--- src/mul_defines.svh ---
`ifndef MUL_DEFINES_SVH
`define MUL_DEFINES_SVH

// operand path
`define MUL_OP_W        32  // bits per operand word
`define MUL_OP_DEPTH    8   // words per operand fifo
`define MUL_OP_CNT_W    4   // holds 0..MUL_OP_DEPTH

// result path
`define MUL_RES_DEPTH   16  // products held for the host
`define MUL_RES_CNT_W   5   // holds 0..MUL_RES_DEPTH

// sequencer
`define MUL_STEPS       4   // exec slots per start
`define MUL_STEP_W      3   // wide enough for the value after the last slot

`endif
--- src/mul_pkg.sv ---
`include "mul_defines.svh"

package mul_pkg;

  // sequencer states, encoding kept from the original next-state block
  typedef enum logic [1:0] {
    IDLE = 2'd0,
    EXEC = 2'd1,
    OUT  = 2'd2,
    DONE = 2'd3
  } mul_state_e;

  // one host write into an operand fifo
  typedef struct packed {
    logic                 push;  // strobe, one word per cycle
    logic [`MUL_OP_W-1:0] data;
  } op_push_t;

  // datapath output toward the result fifo
  typedef struct packed {
    logic                   push;     // one cycle per product
    logic [2*`MUL_OP_W-1:0] product;  // unsigned, full width
  } res_push_t;

  // host command levels
  typedef struct packed {
    logic start;
    logic clear;  // wins over start in every state
  } seq_ctrl_t;

endpackage

--- src/mul_top.sv ---
`timescale 1ns/1ps
`include "mul_defines.svh"

module mul_top import mul_pkg::*; (
  input  logic                     clk,
  input  logic                     reset,
  input  op_push_t                 op_a,
  input  op_push_t                 op_b,
  input  seq_ctrl_t                ctrl,
  input  logic                     res_pop,
  output logic [2*`MUL_OP_W-1:0]   res_data,
  output logic                     res_valid,
  output logic [`MUL_OP_CNT_W-1:0] op_count_a,
  output logic [`MUL_OP_CNT_W-1:0] op_count_b,
  output mul_state_e               state
);

  logic [`MUL_OP_W-1:0]      head_a;
  logic [`MUL_OP_W-1:0]      head_b;
  logic [`MUL_RES_CNT_W-1:0] res_count;
  logic                      issue;
  res_push_t                 res;

  // operand a
  fifo_sync #(
    .WIDTH (`MUL_OP_W),
    .DEPTH (`MUL_OP_DEPTH)
  ) fifo_a (
    .clk   (clk),
    .reset (reset),
    .push  (op_a.push),
    .wdata (op_a.data),
    .pop   (issue),       // both fifos pop together
    .rdata (head_a),
    .count (op_count_a)
  );

  // operand b
  fifo_sync #(
    .WIDTH (`MUL_OP_W),
    .DEPTH (`MUL_OP_DEPTH)
  ) fifo_b (
    .clk   (clk),
    .reset (reset),
    .push  (op_b.push),
    .wdata (op_b.data),
    .pop   (issue),
    .rdata (head_b),
    .count (op_count_b)
  );

  mul_seq mul_seq_i (
    .clk          (clk),
    .reset        (reset),
    .ctrl         (ctrl),
    .count_a      (op_count_a),
    .count_b      (op_count_b),
    .res_count    (res_count),
    .res_inflight (res.push),
    .state        (state),
    .issue        (issue)
  );

  mul_datapath mul_datapath_i (
    .clk   (clk),
    .reset (reset),
    .clear (ctrl.clear),
    .issue (issue),
    .a     (head_a),
    .b     (head_b),
    .res   (res)
  );

  // products waiting for the host
  fifo_sync #(
    .WIDTH (2 * `MUL_OP_W),
    .DEPTH (`MUL_RES_DEPTH)
  ) fifo_res (
    .clk   (clk),
    .reset (reset),
    .push  (res.push),
    .wdata (res.product),
    .pop   (res_pop),
    .rdata (res_data),
    .count (res_count)
  );

  assign res_valid = (res_count != '0);  // rises a cycle after the push

endmodule

--- src/mul_datapath.sv ---
`timescale 1ns/1ps
`include "mul_defines.svh"

module mul_datapath import mul_pkg::*; (
  input  logic                 clk,
  input  logic                 reset,
  input  logic                 clear,
  input  logic                 issue,
  input  logic [`MUL_OP_W-1:0] a,
  input  logic [`MUL_OP_W-1:0] b,
  output res_push_t            res
);

  localparam int PROD_W = 2 * `MUL_OP_W;

  logic              push_q;
  logic [PROD_W-1:0] product_q;

  // push follows issue by one cycle
  always_ff @(posedge clk) begin
    if (reset || clear) begin
      push_q <= 1'b0;  // nothing pending after clear
    end else begin
      push_q <= issue;
    end
  end

  // operands are the fifo heads at the issue edge
  always_ff @(posedge clk) begin
    if (issue) begin
      product_q <= PROD_W'(a) * PROD_W'(b);  // unsigned
    end
  end

  assign res.push    = push_q;
  assign res.product = product_q;

endmodule

--- src/mul_seq.sv ---
`timescale 1ns/1ps
`include "mul_defines.svh"

module mul_seq import mul_pkg::*; (
  input  logic                      clk,
  input  logic                      reset,
  input  seq_ctrl_t                 ctrl,
  input  logic [`MUL_OP_CNT_W-1:0]  count_a,
  input  logic [`MUL_OP_CNT_W-1:0]  count_b,
  input  logic [`MUL_RES_CNT_W-1:0] res_count,
  input  logic                      res_inflight,
  output mul_state_e                state,
  output logic                      issue
);

  localparam int PEND_W = `MUL_RES_CNT_W + 1;
  localparam logic [`MUL_STEP_W-1:0] LAST_STEP = `MUL_STEPS - 1;
  localparam logic [PEND_W-1:0] RES_LIMIT = `MUL_RES_DEPTH;

  mul_state_e             next_state;
  logic [`MUL_STEP_W-1:0] step;
  logic [`MUL_STEP_W-1:0] next_step;
  logic [PEND_W-1:0]      res_pending;
  logic                   advance;
  logic                   ops_ready;

  // products already stored plus the one in the datapath stage
  assign res_pending = PEND_W'(res_count) + PEND_W'(res_inflight);
  assign advance     = (res_pending < RES_LIMIT);
  assign ops_ready   = (count_a != '0) && (count_b != '0);

  // pop one pair per advancing slot, none while clearing
  assign issue = (state == EXEC) && !ctrl.clear && advance && ops_ready;

  always_ff @(posedge clk) begin
    if (reset) begin
      state <= IDLE;
      step  <= '0;
    end else begin
      state <= next_state;
      step  <= next_step;
    end
  end

  always_comb begin
    next_state = state;
    next_step  = step;
    case (state)
      IDLE: begin
        if (ctrl.clear) begin
          next_state = IDLE;
          next_step  = '0;
        end else if (ctrl.start) begin
          next_state = EXEC;
          next_step  = '0;
        end else begin
          next_state = IDLE;  // wait for start
          next_step  = '0;
        end
      end
      EXEC: begin
        if (ctrl.clear) begin
          next_state = IDLE;
          next_step  = '0;
        end else if (!advance) begin
          next_state = EXEC;  // result fifo full, hold the slot
          next_step  = step;
        end else if (step == LAST_STEP) begin
          next_state = OUT;
          next_step  = step + 1'b1;
        end else begin
          next_state = EXEC;
          next_step  = step + 1'b1;
        end
      end
      OUT: begin
        if (ctrl.clear) begin
          next_state = IDLE;
          next_step  = '0;
        end else if (count_a == '0 && count_b == '0) begin
          next_state = DONE;  // both operand fifos drained
          next_step  = '0;
        end else begin
          next_state = IDLE;
          next_step  = '0;
        end
      end
      DONE: begin
        // clear checked first here too
        if (ctrl.clear) begin
          next_state = IDLE;
          next_step  = '0;
        end else if (ctrl.start) begin
          next_state = DONE;
          next_step  = step;
        end else begin
          next_state = IDLE;
          next_step  = '0;
        end
      end
      default: begin
        next_state = IDLE;
        next_step  = '0;
      end
    endcase
  end

endmodule

--- src/fifo_sync.sv ---
`timescale 1ns/1ps

module fifo_sync #(
  parameter int WIDTH = 32,
  parameter int DEPTH = 8
) (
  input  logic                       clk,
  input  logic                       reset,
  input  logic                       push,
  input  logic [WIDTH-1:0]           wdata,
  input  logic                       pop,
  output logic [WIDTH-1:0]           rdata,
  output logic [$clog2(DEPTH+1)-1:0] count
);

  localparam int PTR_W = (DEPTH > 1) ? $clog2(DEPTH) : 1;
  localparam int CNT_W = $clog2(DEPTH + 1);

  logic [WIDTH-1:0] mem [DEPTH];
  logic [PTR_W-1:0] wr_ptr;
  logic [PTR_W-1:0] rd_ptr;
  logic             full;
  logic             empty;
  logic             do_push;
  logic             do_pop;

  // wrap at DEPTH, works for any depth
  function automatic logic [PTR_W-1:0] ptr_inc(input logic [PTR_W-1:0] ptr);
    if (ptr == PTR_W'(DEPTH - 1)) begin
      return '0;
    end
    return ptr + 1'b1;
  endfunction

  assign full    = (count == CNT_W'(DEPTH));
  assign empty   = (count == '0);
  assign do_push = push && !full;   // push on full is dropped
  assign do_pop  = pop && !empty;   // pop on empty is dropped

  assign rdata = mem[rd_ptr];  // head word, no read needed

  always_ff @(posedge clk) begin
    if (do_push) begin
      mem[wr_ptr] <= wdata;
    end
  end

  always_ff @(posedge clk) begin
    if (reset) begin
      wr_ptr <= '0;
      rd_ptr <= '0;
    end else begin
      if (do_push) begin
        wr_ptr <= ptr_inc(wr_ptr);
      end
      if (do_pop) begin
        rd_ptr <= ptr_inc(rd_ptr);
      end
    end
  end

  // registered occupancy
  always_ff @(posedge clk) begin
    if (reset) begin
      count <= '0;
    end else begin
      case ({do_push, do_pop})
        2'b10:   count <= count + 1'b1;
        2'b01:   count <= count - 1'b1;
        default: count <= count;  // both or neither
      endcase
    end
  end

endmodule

--- config.mk ---
export PLATFORM = sky130hd
export DESIGN_NAME = mul_top
export DESIGN_NICKNAME = d
export VERILOG_FILES = /design/src/mul_pkg.sv /design/src/mul_top.sv /design/src/mul_datapath.sv /design/src/mul_seq.sv /design/src/fifo_sync.sv
export VERILOG_INCLUDE_DIRS = /design/src
export SDC_FILE = /design/constraint.sdc
export NUM_CORES = 2
export LEC_CHECK = 0
export BUFFER_PORTS_ARGS = -buffer_cell sky130_fd_sc_hd__buf_2
export CELL_PAD_IN_SITES_DETAIL_PLACEMENT = 1
export CELL_PAD_IN_SITES_GLOBAL_PLACEMENT = 1
export CORE_MARGIN = 2
export CORE_UTILIZATION = 40
export CTS_CLUSTER_SIZE = 14
export DETAILED_ROUTE_END_ITERATION = 16
export PLACE_DENSITY = 0.7
export SLEW_MARGIN = 20
export SYNTH_ARGS = -nofsm -noshare
export SYNTH_HDL_FRONTEND = slang
export SYNTH_SLANG_ARGS = --single-unit
--- constraint.sdc ---
create_clock -name clk -period 18.6 [get_ports clk]
set_input_delay 0 -clock clk [delete_from_list [all_inputs] [get_ports clk]]
set_output_delay 0 -clock clk [all_outputs]
set_load 0.03 [all_outputs]
# Word-level counts from Yosys, hierarchy flattened
# Memory sizes are Yosys's and may differ from the RTL's. A register that Yosys moved wholly into a read port is not among the register bits.
# Index checks and enable logic that the tools add are counted.
dict set report totals {
  inputBits 71
  mem_count 3
  mem_bits_rw 1536
  elab_cells 144
  ff_bits 103
  output_inout_bits 75
}
dict set report classes {
  add_sub_neg 14
  mul 1
  mux 60
  n_eq_ne 21
  n_reduce_logical 31
  magnitude_cmp 1
}
# memory words word_bits rd rd_ports_with_merged_regs wr line_no
set mem_list {}
lappend mem_list {fifo_res.mem 16 64 1 1 1 fifo_sync.sv:19} ;# logic [WIDTH-1:0] mem [DEPTH];
lappend mem_list {fifo_a.mem 8 32 1 1 1 fifo_sync.sv:19}
lappend mem_list {fifo_b.mem 8 32 1 1 1 fifo_sync.sv:19}
# op n
set op_table {}
lappend op_table {{multiplier 32 x 32 -> 64 bit} 1}
lappend op_table {{two-way mux 3 bit} 16}
lappend op_table {{two-way mux 1 bit} 25}
lappend op_table {{two-way mux 4 bit} 6}
lappend op_table {{adder 4 x 1 -> 4 bit, second input constant} 4}
lappend op_table {{equality test 4 bit, second input constant} 4}
lappend op_table {{two-way mux 2 bit} 8}
lappend op_table {{case mux 4 bit (2 select lines)} 2}
lappend op_table {{adder 3 x 1 -> 3 bit, second input constant} 5}
lappend op_table {{equality test 3 bit, second input constant} 4}
lappend op_table {{logical AND 1 bit} 11}
lappend op_table {{equality test 2 bit, second input constant} 5}
lappend op_table {{case mux 5 bit (2 select lines)} 1}
lappend op_table {{case mux 3 bit (3 select lines)} 1}
lappend op_table {{equality test 2 x 1 -> 1 bit, second input constant} 4}
lappend op_table {{logical NOT 4 bit} 2}
lappend op_table {{case mux 2 bit (4 select lines)} 1}
lappend op_table {{nonzero test 4 bit} 2}
lappend op_table {{subtractor 4 x 1 -> 4 bit, second input constant} 2}
lappend op_table {{logical NOT 1 bit} 7}
lappend op_table {{adder 5 x 1 -> 6 bit} 1}
lappend op_table {{< comparator 6 x 5 -> 1 bit, second input constant} 1}
lappend op_table {{nonzero test 2 bit} 3}
lappend op_table {{adder 5 x 1 -> 5 bit, second input constant} 1}
lappend op_table {{11 further kinds} 11}

# Logic depth before layout (Yosys ltp)
dict set report logic_depth {
  depth_word 10
  mapped_depth 33
  ltp_nobuf 29
}

# Cells and area by module
# Synthesis repeated with hierarchy kept, for this count alone.
dict set report hier_totals {
  hier_cells 6252
  area_unflattened_um2 96316.1
}
# mod instances seq_area_each_um2 area_per_inst_um2 cells_per_inst
set by_module_without_submodules {}
lappend by_module_without_submodules {{fifo_sync (fifo_res)} 1 31089.8 39502.9 1531}
lappend by_module_without_submodules {mul_datapath 1 1941.9 35529.1 3794}
lappend by_module_without_submodules {{fifo_sync (fifo_a ...)} 2 7947.6 10473.8 444}
lappend by_module_without_submodules {mul_seq 1 100.1 324.1 36}
lappend by_module_without_submodules {mul_top 1 0.0 12.5 3}

# Worst setup path after synthesis
# Ideal clock, no wire load.
dict set report synth_path {
  path_type {reg2reg}
  start {reg (tool-made name)}
  end {reg mul_datapath_i.product_q[63], data pin}
  t_arrival_ps 8195
  synth_period_minus_slack_ps 8459
  path_stages_with_launch 28
  required_ps 18336
  slack_ps 10141
  path_buffers 3
  setup_time_ps 264
  cell_sequence {dfxtp_1 > buf_2 > buf_2 > mux4_2 > mux2i_1 > buf_2 > nor2_1 > fa_1 > inv_1 > fa_1 > fa_1 > fa_1 > inv_1 > fa_1 > inv_1 > fa_1 > inv_1 > fa_1 > fa_1 > ha_1 > nand4_2 > a2111oi_4 > a21oi_2 > o41ai_2 > o21ai_2 > o31ai_4 > and4_1 > nor3_2}
}
# item line_no
set synth_lines {}
lappend synth_lines {{end signal: assignment} mul_datapath.sv:31} ;# product_q <= PROD_W'(a) * PROD_W'(b);
lappend synth_lines {{end: declaration} mul_datapath.sv:17} ;# logic [PROD_W-1:0] product_q;

==> results.yml <==
timing:
  period_needed_ps: 10500
  fmax_ghz: 0.09526
  setup_violations: 0
  worst_clock_skew_ps: 56.58
  report.final.slew_viol_count: 0
  worst_pin_slew_ps: 1136
  tns_ps: 0
  hold_violations: 0
  rsz0062_at_grt: "false"
  fin_crit_sh: 0.5644
  maxSlewHeadroom: 0.2265
layout:
  fillers: 23250
  drive_above_1_share: 0.1733
  syn2layout_area_growth_pct: 12.39
  fin_nets: 7759
  final_cell_area_um2: 106100
critical_path:
  crit_buf_inv: 6
  endpoint_kind: "register"
  cp.depth: 26
  rrSetupSlack_ps: 8100
  critPathRequiredTime_ps: 19180
  critical-path-top-delay-family: "adder cells"
  worstSetupEndpoint: "mul_datapath_i.product_q[56]"
  cp_max_fo: 40
  slowest_stage: "buf_4"
  worst-r2r-cell-count: 26
  crit_top_cell: "fa_1"
  max_stage_delay_ps: 750
  crit_arrival_ps: 11070
  startpoint_type: "register"
  rr_endpoint: "mul_datapath_i.product_q[56]"
  worstSetupPathType: "reg -> reg"
synthesis:
  ys.flop_type: "edfxtp_1"
  syn_area_um2: 94370
  synthArstFlopShare: 0
  synthesis.nets: 7499
  synthCells: 6241
  synth.avg_cell_area_um2: 15.12
  synth-edff-count: 1600
  synth-seq-cells: 1649
  yosysWarnings: 0
  ys_seq_area_frac: 0.5195
  ys_types: 73
placement:
  hpwl_um: 178600
  io_buffer_count: 145
  dpl-instance-area_um2: 99370
  gp_congestion: 0.8776
clock_tree:
  cts_tree: "built"
  cts_sinks: 1649
  cts_root_buffer: "clkbuf_16"
  cts_made_buffers: 169
  cts-hold-fix-buffers: 115
  cts_setup_buffers: 0
  path_clk_slew_ps: 60
  clkLatencyLatePin_ps: 840
  htree_levels: 4
  cts_buffer_depth: 3
  cts_resized: 0
die:
  core_area_um2: 235000
  rows: 178
  num_io_pins: 146
  die_x_um: 489.7
  die_y_um: 489.7
  start_util: 0.4016
  die_area_um2: 239800
global_routing:
  grt_usage: 0.2277
  grt_pass1_vias: 59590
  antenna_found_initial: 18
  use_met2: 0.3806
  gr-usage-met1: 0.3075
  grt_max_degree: 98
  grt.overflow.total: 0
  use_met3: 0.03731
  grt.busiest_layer: "met2"
  grt_pass1_wl_um: 399000
min_path:
  min_path_type: "in -> reg"
  hold_depth: 2
drt:
  routed_wl_um: 267400
  drc_errors: 0
  drt-pass1-iter-count: 5
  drtAntennaViolNets: 0
  vias: 53460
  vias_per_cell: 5.460
  drt_iter0_markers: 4706
  wire_per_inst_um: 27.31
flow_run:
  drv_cap: 0
outcome:
  status: "finished, final reports clean"
==> sequential cells by signal, indices dropped and copies added (netlist names), named ones only <==
name                      count
mul_datapath_i.product_q     64
fifo_a.count                  4
fifo_res.wr_ptr               4
fifo_b.mem                  256
fifo_b.count                  4
fifo_b.rd_ptr                 3
mul_seq_i.step                3
fifo_res.rd_ptr               4
fifo_b.wr_ptr                 3
fifo_res.count                5
fifo_a.rd_ptr                 3
fifo_a.wr_ptr                 3
fifo_res.mem               1024
fifo_a.mem                  256
mul_datapath_i.push_q         1
mul_seq_i.state               2
==> synthesized netlist by cell type (3+ instances only) <==
cell      number  share of area
nor2b_1        7        0.00046
o21a_1         4        0.00032
a21oi_1      107         0.0057
mux2_2        53         0.0063
and2_1         8        0.00053
o21ai_2        4        0.00037
a211oi_1       7        0.00056
nor3_1        28         0.0015
ha_1         288          0.038
nand2_1      459          0.018
o21ai_0       25         0.0013
xnor2_1       42         0.0039
nand3_1       22         0.0012
a21oi_2        3        0.00028
and3_1         6        0.00040
o211ai_1       6        0.00048
and4_1         5        0.00046
dfxtp_1       49          0.010
inv_1        900          0.036
o21bai_1      15         0.0012
a21o_1        46         0.0037
xor2_1        31         0.0029
mux4_2       448           0.11
fa_1         899           0.19
buf_2         78         0.0041
nor4_1         4        0.00027
a31oi_1        7        0.00046
nor4b_1        4        0.00037
mux2i_1       66         0.0070
or3_1          8        0.00053
nor3b_1        7        0.00056
clkbuf_1     181         0.0072
nand2b_1      58         0.0038
nand4_1       15        0.00099
or2_2         17         0.0011
nor2_1       649          0.026
o21ai_1        6        0.00032
edfxtp_1    1600           0.51
o31ai_1        3        0.00024
buf_1         35         0.0014
==> cell usage in the layout, fill, tap and decap left out, types with 122 or more instances in the layout <==
cell type  instances
edfxtp_1        1600
inv_1            899
fa_1             899
nor2_1           633
nand2_1          459
mux4_2           448
ha_1             288
clkbuf_16        171
buf_2            145
buf_4            122
==> final cells by class <==
class	instances	area [µm²]	area share
clock inverters	114	1170	0.01103
inverters	900	3379	0.03186
diodes	4	10.01	0.00009437
multi-input cells	3397	41300	0.3894
repair buffers	384	2840	0.02678
clock buffers	193	4362	0.04112
well taps	3150	3941	0.03716
flip-flops and latches	1649	49060	0.4626
==> per-layer routing <==
metal | vias to the layer above | part of all wire
met5 | - | 0.00049
met4 | 20 | 0.030
met3 | 420 | 0.067
met2 | 1881 | 0.49
met1 | 29030 | 0.42
li1 | 22110 | -
==> stage by stage <==
stage	instances	worst slack [ps]	hold WS, ps	util
after floorplan	6241	10140	79.31	-
after global placement	9364	8317	260.8	0.4228
after detailed placement	9365	8280	266.3	0.4229
after CTS	9787	8185	3.957	0.4514
after global routing	9788	7808	54.37	0.4514
final	9791	8103	59.16	0.4514
==> worst min-delay path by stage <==
stage	slack, ps	end	start
floorplan	80	mul_datapath_i.push_q	ctrl[0]
global placement	260	fifo_b.mem[4][21]	op_b[21]
detailed placement	270	fifo_b.mem[6][21]	op_b[21]
CTS	4	fifo_a.mem[6][16]	op_a[16]
global route	50	fifo_a.mem[6][16]	op_a[16]
finish	60	fifo_a.mem[6][16]	op_a[16]
==> logic make-up (layout without fill, tap and decap cells) <==
group                    after synthesis  count (layout)  share of synthesized area
XOR/XNOR                              73              73                   0.006775
buffers and inverters               1195            1591                    0.04860
other                                  0               4                          0
AO/OA/AOI/OAI                        262             262                    0.01855
multiplexers                         567             567                     0.1202
AND/OR/NAND/NOR                     1308            1308                    0.05743
flip-flops                          1649            1649                     0.5195
adder cells (fa/ha/maj)             1187            1187                     0.2289
Power is not shown: default switching activity piles up to over one toggle a cycle in this logic, so the estimate is an artifact.
